[src/irda_pkg.sv]
package irda_pkg;

	// ----------------------------------------
	// register map
	// ----------------------------------------

	// byte address of the 32-bit clock divider register.
	localparam logic [3:0] reg_addr_div = 4'h0;
	// byte address of the data register, used for both transmit and receive.
	localparam logic [3:0] reg_addr_dat = 4'h4;

	// ----------------------------------------
	// frame layout
	// ----------------------------------------

	// data bits carried in one frame, sent LSB first.
	localparam int frame_data_bits = 8;
	// start bit, data bits and stop bit together.
	localparam int frame_bits = 10;
	// idle bit periods sent after reset or after a divider change.
	localparam int guard_bits = 15;

	// the bus write word is seen as a divider value by the divider register
	// and as a byte in the low lane by the data register.
	typedef union packed {
		logic [31:0] div_value;
		struct packed {
			logic [23:0] unused;
			logic [7:0]  tx_byte;
		} dat;
	} reg_word_t;

endpackage

[src/irda_reg_if.sv]
`timescale 1ns/1ps

module irda_reg_if import irda_pkg::*; #(
	parameter logic [31:0] div_reset = 32'd1
) (
	input  logic        clk,
	input  logic        resetn,

	// register bus from the system side.
	input  logic [3:0]  reg_addr,
	input  logic [3:0]  reg_we,
	input  logic        reg_re,
	input  reg_word_t   reg_wdata,
	output logic [31:0] reg_rdata,
	output logic        reg_wait,

	// divider and guard request towards both serial engines.
	output logic [31:0] divider,
	output logic        div_written,

	// transmit side.
	input  logic        tx_busy,
	output logic        tx_start,
	output logic [7:0]  tx_byte,

	// receive side.
	input  logic        rx_valid,
	input  logic [7:0]  rx_byte,
	output logic        rx_read
);

	logic div_sel;
	logic dat_sel;
	logic any_we;

	// ----------------------------------------
	// address decode
	// ----------------------------------------

	assign div_sel = (reg_addr == reg_addr_div);
	assign dat_sel = (reg_addr == reg_addr_dat);
	assign any_we  = |reg_we;

	// any byte enable on the divider counts as a divider write.
	// the transmitter uses this strobe to schedule an idle guard frame.
	assign div_written = div_sel && any_we;

	// a data write is a transmit request. it is held by the master
	// until the transmitter has room, so the strobe may last several cycles.
	assign tx_start = dat_sel && any_we;
	assign tx_byte  = reg_wdata.dat.tx_byte;

	// the wait level only rises while a data write is presented.
	// the byte is taken in the first cycle where tx_start is high and this is low.
	assign reg_wait = tx_start && tx_busy;

	// a data read releases the receive holding buffer at the next edge.
	assign rx_read = dat_sel && reg_re;

	// ----------------------------------------
	// divider register
	// ----------------------------------------

	// each byte enable updates its own lane of the divider.
	// lanes without an enable keep their old value.
	always_ff @(posedge clk) begin
		if (!resetn) begin
			divider <= div_reset;
		end else begin
			for (int i = 0; i < 4; i++) begin
				if (div_written && reg_we[i]) begin
					divider[i*8 +: 8] <= reg_wdata.div_value[i*8 +: 8];
				end
			end
		end
	end

	// ----------------------------------------
	// read data
	// ----------------------------------------

	// the read path is combinational from the registers.
	// an empty receive buffer reads back as all ones.
	always_comb begin
		reg_rdata = 32'h0;
		if (div_sel) begin
			reg_rdata = divider;
		end else if (dat_sel) begin
			reg_rdata = rx_valid ? {24'h0, rx_byte} : 32'hffff_ffff;
		end
	end

endmodule

[src/irda_rx.sv]
`timescale 1ns/1ps

module irda_rx import irda_pkg::*; (
	input  logic                       clk,
	input  logic                       resetn,
	input  logic [31:0]                divider,
	input  logic                       ser_rx,
	input  logic                       rx_read,
	output logic                       rx_valid,
	output logic [frame_data_bits-1:0] rx_byte
);

	// frame states: idle, start window, one window per data bit, stop window.
	localparam logic [3:0] st_idle  = 4'd0;
	localparam logic [3:0] st_start = 4'd1;
	localparam logic [3:0] st_stop  = 4'(frame_bits);

	// input synchronizer and glitch filter, newest sample in bit 0.
	logic [2:0]                 deglitch;
	logic                       low_seen;
	logic [3:0]                 state;
	// cycles elapsed in the current sampling window.
	logic [31:0]                divcnt;
	logic                       window_end;
	logic                       data_state;
	// a low pulse was seen somewhere in the current window.
	logic                       bit_is_zero;
	logic [frame_data_bits-1:0] shift;

	// ----------------------------------------
	// pulse detection
	// ----------------------------------------

	// a low level counts only once it has been held for two samples.
	// single cycle dips on the line are ignored.
	assign low_seen = !deglitch[2] && !deglitch[1];

	// windows are divider + 2 cycles long, the same as the transmit period.
	assign window_end = (divcnt > divider);

	// states between the start window and the stop window carry data.
	assign data_state = (state > st_start) && (state < st_stop);

	// ----------------------------------------
	// frame control
	// ----------------------------------------

	always_ff @(posedge clk) begin
		if (!resetn) begin
			// the filter starts at the idle high level so reset is not a start pulse.
			deglitch    <= 3'b111;
			state       <= st_idle;
			divcnt      <= 32'd0;
			bit_is_zero <= 1'b0;
			rx_valid    <= 1'b0;
		end else begin
			deglitch <= {deglitch[1:0], ser_rx};

			// a read empties the buffer, a byte stored in the same cycle wins.
			if (rx_read) begin
				rx_valid <= 1'b0;
			end

			// the zero flag is cleared at the start of each window.
			if (divcnt == 32'd0) begin
				bit_is_zero <= 1'b0;
			end else if (low_seen) begin
				bit_is_zero <= 1'b1;
			end

			case (state)
				st_idle: begin
					// the start pulse sits at the front of its bit period.
					// starting half way puts every later window around a data pulse.
					divcnt <= divider >> 1;
					if (low_seen) begin
						state <= st_start;
					end
				end
				default: begin
					if (window_end) begin
						divcnt <= 32'd0;
						if (state == st_stop) begin
							// the byte is complete, it replaces any byte still held.
							rx_valid <= 1'b1;
							state    <= st_idle;
						end else begin
							state <= state + 4'd1;
						end
					end else begin
						divcnt <= divcnt + 32'd1;
					end
				end
			endcase
		end
	end

	// ----------------------------------------
	// data path
	// ----------------------------------------

	// data arrives LSB first, so each bit enters at the top and moves down.
	// the holding buffer takes the byte at the end of the stop window.
	always_ff @(posedge clk) begin
		if (data_state && window_end) begin
			shift <= {!bit_is_zero, shift[frame_data_bits-1:1]};
		end
		if ((state == st_stop) && window_end) begin
			rx_byte <= shift;
		end
	end

endmodule

[src/irda_tx.sv]
`timescale 1ns/1ps

module irda_tx import irda_pkg::*; (
	input  logic                       clk,
	input  logic                       resetn,
	input  logic [31:0]                divider,
	input  logic                       div_written,
	input  logic                       tx_start,
	input  logic [frame_data_bits-1:0] tx_byte,
	output logic                       ser_tx,
	output logic                       tx_busy
);

	// bits still to be sent, the current one sits in bit 0.
	logic [frame_bits-1:0] pattern;
	// bit periods left in the current frame or guard frame.
	logic [3:0]            bitcnt;
	// clock cycles elapsed in the current bit period.
	logic [31:0]           divcnt;
	// a divider write arrived while a frame was still running.
	logic                  guard_pend;
	logic                  active;
	logic                  period_end;
	logic                  guard_go;
	logic                  frame_go;

	// ----------------------------------------
	// status and bit timing
	// ----------------------------------------

	assign active = (bitcnt != 4'd0);

	// one bit period spans divider + 2 cycles, divcnt runs 0 to divider + 1.
	assign period_end = active && (divcnt > divider);

	// the transmitter counts as busy while a guard frame is waiting as well.
	// this keeps a new byte from slipping in ahead of the guard.
	assign tx_busy = active || guard_pend;

	// a guard request takes priority over a new byte when the line is free.
	assign guard_go = !active && (guard_pend || div_written);
	assign frame_go = !active && !guard_pend && tx_start;

	// ----------------------------------------
	// pulse shaping
	// ----------------------------------------

	// a zero bit is a positive pulse for the first quarter of the period.
	// a one bit, the idle line and the guard frame keep the line low.
	assign ser_tx = active && !pattern[0] && (divcnt < (divider >> 2));

	// ----------------------------------------
	// frame sequencer
	// ----------------------------------------

	always_ff @(posedge clk) begin
		if (!resetn) begin
			// the guard frame is already running in the first cycle out of reset.
			pattern    <= '1;
			bitcnt     <= 4'(guard_bits);
			divcnt     <= 32'd0;
			guard_pend <= 1'b0;
		end else begin
			if (div_written) begin
				guard_pend <= 1'b1;
			end
			if (guard_go) begin
				// an all ones pattern produces no pulses for the whole guard.
				pattern    <= '1;
				bitcnt     <= 4'(guard_bits);
				divcnt     <= 32'd0;
				guard_pend <= 1'b0;
			end else if (frame_go) begin
				// stop bit, data LSB first, then the start bit in bit 0.
				pattern <= {1'b1, tx_byte, 1'b0};
				bitcnt  <= 4'(frame_bits);
				divcnt  <= 32'd0;
			end else if (period_end) begin
				// ones are shifted in behind the data so the tail stays quiet.
				pattern <= {1'b1, pattern[frame_bits-1:1]};
				bitcnt  <= bitcnt - 4'd1;
				divcnt  <= 32'd0;
			end else if (active) begin
				divcnt <= divcnt + 32'd1;
			end
		end
	end

endmodule

[src/irda_uart_top.sv]
`timescale 1ns/1ps

module irda_uart_top import irda_pkg::*; #(
	parameter logic [31:0] div_reset = 32'd1
) (
	input  logic        clk,
	input  logic        resetn,

	// register bus.
	input  logic [3:0]  reg_addr,
	input  logic [3:0]  reg_we,
	input  logic        reg_re,
	input  reg_word_t   reg_wdata,
	output logic [31:0] reg_rdata,
	output logic        reg_wait,

	// infrared transceiver side.
	output logic        ser_tx,
	input  logic        ser_rx
);

	logic [31:0]                divider;
	logic                       div_written;
	logic                       tx_start;
	logic [frame_data_bits-1:0] tx_byte;
	logic                       tx_busy;
	logic                       rx_read;
	logic                       rx_valid;
	logic [frame_data_bits-1:0] rx_byte;

	// ----------------------------------------
	// register front end
	// ----------------------------------------

	irda_reg_if #(
		.div_reset (div_reset)
	) irda_reg_if_inst (
		.clk         (clk),
		.resetn      (resetn),
		.reg_addr    (reg_addr),
		.reg_we      (reg_we),
		.reg_re      (reg_re),
		.reg_wdata   (reg_wdata),
		.reg_rdata   (reg_rdata),
		.reg_wait    (reg_wait),
		.divider     (divider),
		.div_written (div_written),
		.tx_busy     (tx_busy),
		.tx_start    (tx_start),
		.tx_byte     (tx_byte),
		.rx_valid    (rx_valid),
		.rx_byte     (rx_byte),
		.rx_read     (rx_read)
	);

	// ----------------------------------------
	// serial engines
	// ----------------------------------------

	// both engines run from the same divider, so their bit periods match.
	irda_tx irda_tx_inst (
		.clk         (clk),
		.resetn      (resetn),
		.divider     (divider),
		.div_written (div_written),
		.tx_start    (tx_start),
		.tx_byte     (tx_byte),
		.ser_tx      (ser_tx),
		.tx_busy     (tx_busy)
	);

	irda_rx irda_rx_inst (
		.clk      (clk),
		.resetn   (resetn),
		.divider  (divider),
		.ser_rx   (ser_rx),
		.rx_read  (rx_read),
		.rx_valid (rx_valid),
		.rx_byte  (rx_byte)
	);

endmodule

[config.mk]
export PLATFORM = sky130hd
export DESIGN_NAME = irda_uart_top
export DESIGN_NICKNAME = d
export VERILOG_FILES = /design/src/irda_pkg.sv /design/src/irda_reg_if.sv /design/src/irda_rx.sv /design/src/irda_tx.sv /design/src/irda_uart_top.sv
export SDC_FILE = /design/constraint.sdc
export NUM_CORES = 1
export LEC_CHECK = 0
export ABC_AREA = 1
export CAP_MARGIN = 20
export CORE_UTILIZATION = 55
export CTS_CLUSTER_SIZE = 30
export DETAILED_ROUTE_END_ITERATION = 8
export DONT_BUFFER_PORTS = 1
export GPL_ROUTABILITY_DRIVEN = 0
export PLACE_DENSITY = 0.71
export SYNTH_ARGS = -nofsm -noshare
export SYNTH_HDL_FRONTEND = slang
export SYNTH_SLANG_ARGS = --single-unit
[constraint.sdc]
create_clock -name clk -period 2.47 [get_ports clk]
set_input_delay 0.247 -clock clk [delete_from_list [all_inputs] [get_ports clk]]
set_output_delay 0.247 -clock clk [all_outputs]
set_load 0.03 [all_outputs]
; ---- After elaboration in Yosys (flattened, before gate mapping)
; Index checks and enable logic that the tools add are counted.
[op_classes]
addsub = 4
n_lt_le_gt_ge = 5
n_eq_ne = 3
n_mux = 17
n_bitwise = 1
n_reduce_logical = 39
[op_table]
columns = op, n
row1 = 2-to-1 mux 32 bit, 3
row2 = "adder 32 x 1 -> 32 bit, second input constant", 2
row3 = greater-than comparator 32 bit, 2
row4 = 2-to-1 mux 31 bit, 2
row5 = zero test 32 bit, 1
row6 = < comparator 32 x 30 -> 1 bit, 1
row7 = logical AND 1 bit, 18
row8 = 2-to-1 mux 9 bit, 2
row9 = 2-to-1 mux 4 bit, 4
row10 = zero test 4 bit, 2
row11 = OR reduction 4 bit, 2
row12 = zero test 1 bit, 6
row13 = 2-to-1 mux 3 bit, 2
row14 = OR reduction 3 bit, 2
row15 = "adder 4 x 1 -> 4 bit, second input constant", 1
row16 = "== test 4 x 3 -> 1 bit, second input constant", 1
row17 = "== test 4 bit, second input constant", 1
row18 = "greater-than comparator 4 x 1 -> 1 bit, second input constant", 1
row19 = "< comparator 4 bit, second input constant", 1
row20 = 2-to-1 mux 1 bit, 4
row21 = nonzero test 2 bit, 2
row22 = nonzero test 4 bit, 1
row23 = OR reduction 2 bit, 2
row24 = "subtractor 4 x 1 -> 4 bit, second input constant", 1
row25 = 4 further kinds, 5
[totals]
regBits = 135
inputBits = 44
out_inout_bits = 34
elab_cells = 86

; ---- Depth between registers and ports, before layout
; Gate-level depths: netlist (run 1).
[depth]
depth_word = 6
depth_mapped = 18
mapped_depth_nobuf = 18

; ---- Cells and area by module
; From an unflattened synthesis (run 1), not the netlist that was laid out.
[hier_totals]
cells_unflattened = 1429
area_unflattened_um2 = 9987.1
[modules_own_cells]
columns = module, instances, cells_per_inst, area_each_um2, seq_area_each_um2
row1 = irda_tx, 1, 615, 4075.2, 920.9
row2 = irda_rx, 1, 466, 3667.3, 1301.2
row3 = irda_reg_if, 1, 348, 2244.7, 640.6

; ---- Worst setup path before layout (run 1)
; No wires, ideal clock.
[synth_timing]
path_kind = register to register
startpoint = register irda_reg_if_inst.divider[23]
endpoint = register irda_rx_inst.rx_byte[0] (enable)
setup_ns = 0.395
t_arrival_ns = 2.183
t_required_ns = 2.075
setup_slack_ns = -0.107
path_stages_with_launch = 11
n_path_buf = 0
period_less_slack_ns = 2.577
cell_sequence = dfxtp_1 > inv_1 > ha_1 > nand2_1 > nor2_1 > nand4_1 > and2b_1 > nand2_1 > nand2_1 > nand2_2 > nor4_1
[synth_via]
elab_chain_cells = 2
[synth_rtl]
columns = item, line
row1 = from (decl), irda_reg_if.sv:18  ; output logic [31:0] divider,
row2 = from (signal assigned), irda_reg_if.sv:68  ; divider <= div_reset;
row3 = "from (signal, indexed assignment)", irda_reg_if.sv:72  ; divider[i*8 +: 8] <= reg_wdata.div_value[i*8 +: 8];
row4 = greater-than comparator 32 bit, irda_rx.sv:39  ; assign window_end = (divcnt > divider);
row5 = logical AND 1 bit, irda_rx.sv:108  ; if ((state == st_stop) && window_end) begin
row6 = to (signal assigned), irda_rx.sv:109  ; rx_byte <= shift;
row7 = to (decl), irda_rx.sv:10  ; output logic [frame_data_bits-1:0] rx_byte
; No other way between the ends.
; A chain may end at the register's enable or synchronous reset.

; ---- Worst setup path after layout (run 1)
[layout_timing]
startpoint = register irda_reg_if_inst.divider[25]
endpoint = output ser_tx
[layout_via]
elab_chain_cells = 2
[layout_rtl]
columns = item, line
row1 = < comparator 32 x 30 -> 1 bit, irda_tx.sv:50  ; assign ser_tx = active && !pattern[0] && (divcnt < (divider >> 2));
row2 = logical AND 1 bit, irda_tx.sv:50
row3 = to (decl), irda_uart_top.sv:18  ; output logic ser_tx,
; No other way between the ends.

==> results of run 1 <==
-- area by class of cell --
class / instances / area [um2]
multi-input cells: 893 / 5380
clock buffers: 17 / 425
clock inverters: 15 / 144
flip-flops and latches: 135 / 2870
well taps: 211 / 264
inverters: 127 / 482
diodes: 1 / 2.50
fillers: 1355 / 4990
repair buffers: 92 / 753
-- synthesized netlist by cell type (2+ instances only) --
cell / number / area share [%]
o21a_1: 5 / 0.43
edfxtp_1: 16 / 5.5
xnor2_1: 7 / 0.70
nand3b_1: 2 / 0.17
nor3_1: 41 / 2.4
a21oi_1: 95 / 5.4
nor4_1: 16 / 1.1
dfxtp_1: 119 / 27
nand3_2: 2 / 0.23
nand2_4: 3 / 0.39
nor3_2: 2 / 0.23
xor2_1: 40 / 4.0
o22ai_1: 27 / 1.9
nor2_4: 2 / 0.26
nor2_1: 104 / 4.5
clkbuf_1: 16 / 0.69
nand2_2: 6 / 0.43
o21ai_0: 93 / 5.3
nor3_4: 2 / 0.37
buf_2: 9 / 0.52
inv_1: 121 / 5.2
nand3_1: 64 / 3.7
or2_2: 4 / 0.29
nor2_2: 8 / 0.57
nand4_1: 30 / 2.2
a21oi_2: 5 / 0.50
nor2_8: 2 / 0.46
nand2_1: 225 / 9.7
o211ai_1: 3 / 0.26
ha_1: 97 / 14
inv_2: 5 / 0.22
-- state kept, by name (all words and copies together), names as in the netlist, 3 cells and up --
| register | cells |
|---|---|
| irda_rx_inst.divcnt | 32 |
| irda_tx_inst.divcnt | 32 |
| irda_reg_if_inst.divider | 32 |
| irda_rx_inst.deglitch | 3 |
| irda_rx_inst.shift | 8 |
| irda_tx_inst.pattern | 9 |
| irda_rx_inst.state | 4 |
| irda_tx_inst.bitcnt | 4 |
| irda_rx_inst.rx_byte | 8 |
-- critical path: stages (launching register included) --
cell and delay [ns]:
dfxtp_1 0.31, inv_1 0.09, buf_4 0.16, ha_1 0.29, nand2_1 0.09, nor4_1 0.36
nand3_2 0.11, nand2_2 0.12, nor2_1 0.06, buf_4 0.17
-- final timing paths --
kind	endpoint	startpoint	slack, ns	depth (start not counted)
min reg2reg	irda_rx_inst.deglitch[1]	irda_rx_inst.deglitch[0]	0.41	1
min	irda_reg_if_inst.divider[10]	resetn	0.02	2
max reg2reg	irda_rx_inst.shift[6]	irda_reg_if_inst.divider[27]	0.15	11
max	ser_tx	irda_reg_if_inst.divider[25]	0.04	9
-- cell families after synthesis --
group | Yosys count | share of synthesized area, %
fa+ha+maj | 97 | 13.9
buf+inv | 155 | 6.95
xor+xnor | 47 | 4.72
compound gates | 231 | 14.2
simple gates | 518 | 27.4
flops | 135 | 32.8
-- through the flow --
| step | TNS [ns] | setup slack, ns | hold WS, ns |
|---|---|---|---|
| after global routing | -0.0558 | -0.0558 | 0.0283 |
| final | 0 | 0.0414 | 0.0231 |
| after floorplan | 0 | 0.121 | 0.354 |
| after detailed placement | 0 | 0.139 | 0.341 |
| after CTS | 0 | 0.00172 | 0.00963 |
| after global placement | 0 | 0.0909 | 0.336 |
-- power breakdown --
part | internal, mW | switching, mW
sequential | 2.33 | 0.0980
clock | 1.40 | 1.04
combinational | 0.389 | 0.655
-- routing by layer --
metal	vias up	track usage, %	share of wire (%)
met1	3891	41.7	45
met4	0	8.93	1.7
li1	4203	-	-
met3	33	5.93	7.8
met2	320	49.7	46
met5	-	0	0
-- timing repair --
action,4_1_cts,5_1_grt
cloned,0,0
endpoints found under the hold margin,35,0
buffers inserted,1,4
pin swaps,3,9
resized for setup,8,26
hold buffers,7,0
endpoints found under the setup margin,1,24
==> summary.md, run 1 <==
| Metric | Value |
|---|---|
| Avg WL per Cell | `16.7 um` |
| Final hold vios | `0` |
| Clock sinks | `roughly 140` |
| Sequential share of the synthesized area | `32.8%` |
| Total Routing Usage GR | `between 30% and 40%` |
| Post-route insts no fill | `1,491` |
| Final Critical Period | `approximately 2.4 ns` |
| CP Launch Type | `flip-flop` |
| DP Area | `about 9500 um2` |
| H-tree lvl count | `4` |
| Clk_skew | `0.00646 ns` |
| Crit path capture type | `output pin` |
| #FFs+latches synth | `approximately 140` |
| Req. time, crit path | `2.22 ns` |
| CTS Buf Count | `17` |
| DR pass1 iterations | `6` |
| Post-synth net total | `1,324` |
| TritonCTS clock tree | `done` |
| Status | `completed` |
| Gr ovfl total | `0` |
| Number of routed nets with antenna violations | `0` |
| CP arrival | `2.18 ns` |
| IO buf count | `0` |
| Share of post-route cells with drive strength above 1 | `between 15 and 20%` |
| Worst-path fanout max | `4` |
| Mapped Cells | `1,183` |
| Die ar. | `~16,000 um2` |
| Post-synth EDFFs | `16` |
| Starting DRT DRC Count | `784` |
| Fin. max-slew vios | `0` |
| Max_cap viols | `0` |
| Vias in the first global route | `7,636` |
| Die Wd | `128 um` |
| Initial Utilization | `57.0%` |
| Area of the core | `approximately 15,000 um2` |
| Largest net degree at the start of global routing | `33` |
| Half-perimeter wire length after placement | `18.7 mm` |
| Main synth FF type | `dfxtp_1` |
| Max frequency | `just over 0.4 GHz` |
| Unrepaired setup endpoints after global routing | `yes` |
| P&R area growth vs syn | `18.3%` |
| Netlist Area Pre-Place | `8730 um2` |
| Most frequent cells in the layout | `nand2_1, inv_1, dfxtp_1` |
| Worst skew pair latency | `between 0.4 and 0.5 ns` |
| # setup viols final | `0` |
| Worst-path clk slew | `0.06 ns` |
| Drt drc | `0` |
| Syn Area/Cell | `7.38 um2` |
| Initial antenna violation count | `0` |
| Slew margin rel. | `58.3%` |
| Netlist cell types | `43` |
| CP Class | `reg2out` |
| Post-route core utilization | `67.4%` |
| Final Instance Area | `10,300 um2` |
| YS warnings | `0` |
| Rows | `45` |
| Max IR drop VDD | `0.529 mV` |
| Power Total | `5.92 mW` |
| Tcrit/Tclk final | `a little over nine tenths` |
| Placed Cells incl. Taps | `1,445` |
| Leak | `4.29 nW` |
| Routed wire length | `24.9 mm` |
| Max Buffers Root-to-Sink | `2` |
| Tightest Pin Transition | `0.619 ns` |
| Nets | `around 1,400` |
| Worst hold path class | `in2reg` |
| Io pins | `78` |
| Root Driver | `clkbuf_16` |
| Power per standard cell area | `around 570 nW/um2` |
| Global-route wire length before repair | `39.1 mm` |
| Commonest non-fill, non-tap cell in the layout | `nand2_1` |
| Via density | `approximately 5.7` |
| Ys async rst share | `0%` |
| DR vias | `roughly 8,400` |
| Die height | `128 um` |
(Power assumes the default switching activity.)
==> run 2, diff against run 1 <==
--- a/config.mk
+++ b/config.mk
@@ -8,6 +8,7 @@
 export ABC_AREA = 1
 export CAP_MARGIN = 20
 export CORE_UTILIZATION = 55
+export CTS_BUF_LIST = sky130_fd_sc_hd__clkbuf_8
 export CTS_CLUSTER_SIZE = 30
 export DETAILED_ROUTE_END_ITERATION = 8
 export DONT_BUFFER_PORTS = 1
==> summary.md, run 2 (synthesis results as in run 1) <==
| Metric | Value |
|---|---|
| Routed wire length | `24.8 mm (-0.58%)` |
| Placed Cells incl. Taps | `1,445 (unchanged)` |
| Tcrit/Tclk final | `97.9% (-0.44 points)` |
| Area of the core | `15,300 um2 (unchanged)` |
| Global-route wire length before repair | `38.9 mm (-0.55%)` |
| Half-perimeter wire length after placement | `18.7 mm (unchanged)` |
| Initial Utilization | `57.0% (unchanged)` |
| CTS Buf Count | `17 (unchanged)` |
| DR vias | `8,533 (+1.0%)` |
| Largest net degree at the start of global routing | `38 (+15%)` |
| Drt drc | `0 (unchanged)` |
| Combinational group share of total power | `20.2% (+2.5 points)` |
| CP Class | `reg2out` |
| Max_cap viols | `0 (unchanged)` |
| Avg WL per Cell | `16.5 um (-1.2%)` |
| Status | `completed` |
| DP Area | `9490 um2 (unchanged)` |
| Commonest non-fill, non-tap cell in the layout | `nand2_1` |
| Root Driver | `clkbuf_8` |
| Worst hold path class | `in2reg` |
| Clock Power Share | `33.7% (-7.6 points)` |
| Int Power | `3.54 mW (-14%)` |
| Req. time, crit path | `2.22 ns (about the same)` |
| Worst skew pair latency | `0.46 ns (+0.04 ns)` |
| Power Total | `5.27 mW (-11%)` |
| Max frequency | `0.414 GHz (+0.45%)` |
| Sw power | `1.73 mW (-3.7%)` |
| Vias in the first global route | `7,632 (-0.052%)` |
| Die height | `128 um (unchanged)` |
| Final hold vios | `0 (unchanged)` |
| Max Buffers Root-to-Sink | `2 (unchanged)` |
| Ant. Diodes | `0 (-1)` |
| Share of post-route cells with drive strength above 1 | `15.2% (+0.10 points)` |
| Io pins | `78 (unchanged)` |
| Initial antenna violation count | `0 (unchanged)` |
| Power per standard cell area | `512 nW/um2 (-11%)` |
| Starting DRT DRC Count | `794 (+1.3%)` |
| Sw frac | `32.8% (+2.4 points)` |
| Via density | `5.68 (+0.35%)` |
| Setup TNS | `0 ns (unchanged)` |
| # setup viols final | `0 (unchanged)` |
| Max IR drop VDD | `0.420 mV (-21%)` |
| Total Routing Usage GR | `30.6% (-0.16 points)` |
| Clock sinks | `135 (unchanged)` |
| Worst-path clk slew | `0.08 ns (+0.02 ns)` |
| Worst-path fanout max | `4 (unchanged)` |
| Die Wd | `128 um (unchanged)` |
| Nets | `1,418 (+0.78%)` |
| Most frequent cells in the layout | `nand2_1, inv_1, dfxtp_1` |
| Clk_skew | `0.0107 ns (+0.00420 ns)` |
| Final Instance Area | `10,300 um2 (-0.29%)` |
| H-tree lvl count | `4 (unchanged)` |
| Fin. max-slew vios | `0 (unchanged)` |
| DR pass1 iterations | `6 (unchanged)` |
| P&R area growth vs syn | `17.9%` |
| Final Critical Period | `2.42 ns (-0.0108 ns)` |
| Post-route insts no fill | `1,501 (+0.67%)` |
| Crit path capture type | `output pin` |
| Leak | `4.25 nW (-0.88%)` |
| Rows | `45 (unchanged)` |
| Gr ovfl total | `0 (unchanged)` |
| Biggest regs | `irda_reg_if_inst.divider (32), irda_rx_inst.divcnt (32), irda_tx_inst.divcnt (32)` |
| Die ar. | `16,400 um2 (unchanged)` |
| Slew margin rel. | `60.4% (+2.1 points)` |
| Unrepaired setup endpoints after global routing | `yes` |
| Register share of total power | `46.0% (+5.0 points)` |
| TritonCTS clock tree | `done` |
| Number of routed nets with antenna violations | `0 (unchanged)` |
| CP Launch Type | `flip-flop` |
| CP arrival | `2.17 ns (about the same)` |
| Tightest Pin Transition | `0.593 ns (-0.0265 ns)` |
| IO buf count | `0 (unchanged)` |
## run 2: cell count changes in the layout (fill, tap and decap cells not counted), moves of 4 or more
cell           change
buf_4              -4
clkbuf_16         -17
clkbuf_8          +17
dlygate4sd3_1     +15
## run 2: path summary, 6_finish.rpt
check | endpoint | slack, ns | startpoint | cells after the start
setup / recovery | ser_tx | 0.05 | irda_reg_if_inst.divider[20] | 11
hold / removal | irda_reg_if_inst.divider[17] | 0.01 | reg_wdata[17] | 2
hold reg to reg | irda_rx_inst.deglitch[1] | 0.42 | irda_rx_inst.deglitch[0] | 1
setup reg to reg | irda_rx_inst.rx_byte[1] | 0.15 | irda_reg_if_inst.divider[31] | 10
## run 2: timing repair
| item | CTS | global route |
|---|---|---|
| endpoints found under the hold margin | 43 | 0 |
| pin swaps | 9 | 6 |
| setup endpoints to repair | 1 | 25 |
| hold buffers | 23 | 0 |
| setup buffers | 1 | 0 |
| resized for setup | 24 | 21 |
## run 2: stage by stage
step	setup slack, ns	hold WS [ns]	utilization [%]
final	0.0522	0.0145	67.2
after CTS	0.000188	0.000133	66.8
after floorplan	0.121	0.354	-
after global placement	0.0909	0.336	61.9
after detailed placement	0.139	0.341	61.9
after global routing	-0.0632	0.0196	67.2
## run 2: worst max-delay path, cell delays in order, from the launching register on
cell,delay (ns)
dfxtp_2,0.33
inv_2,0.06
buf_4,0.15
ha_1,0.28
nand2_1,0.09
o21ai_0,0.09
nand2_1,0.07
o211ai_1,0.10
a21oi_2,0.20
nand2_4,0.09
nor2_1,0.09
buf_4,0.17
## run 2: power groups by stage
stage               sequential (mW)  clock, mW  combinational (mW)
floorplan                      2.45          0               0.714
global placement               2.47          0               0.966
detailed placement             2.47          0               0.985
CTS                            2.42       1.80                1.04
global route                   2.44       1.89                1.19
finish                         2.43       1.78                1.07
## run 2: layer usage
metal  vias up  wire length (um)  track usage, %
met4         0               457            8.17
li1       4225                 -               -
met5         -                 0               0
met3        33              1700            6.22
met1      3947             11400            41.4
met2       328             11200            49.7
## run 2: final cells by class
class	instances	area (um2)
fillers	1358	5020
inverters	127	484
clock inverters	15	144
repair buffers	103	866
multi-input cells	893	5420
flip-flops and latches	135	2880
well taps	211	264
clock buffers	17	234
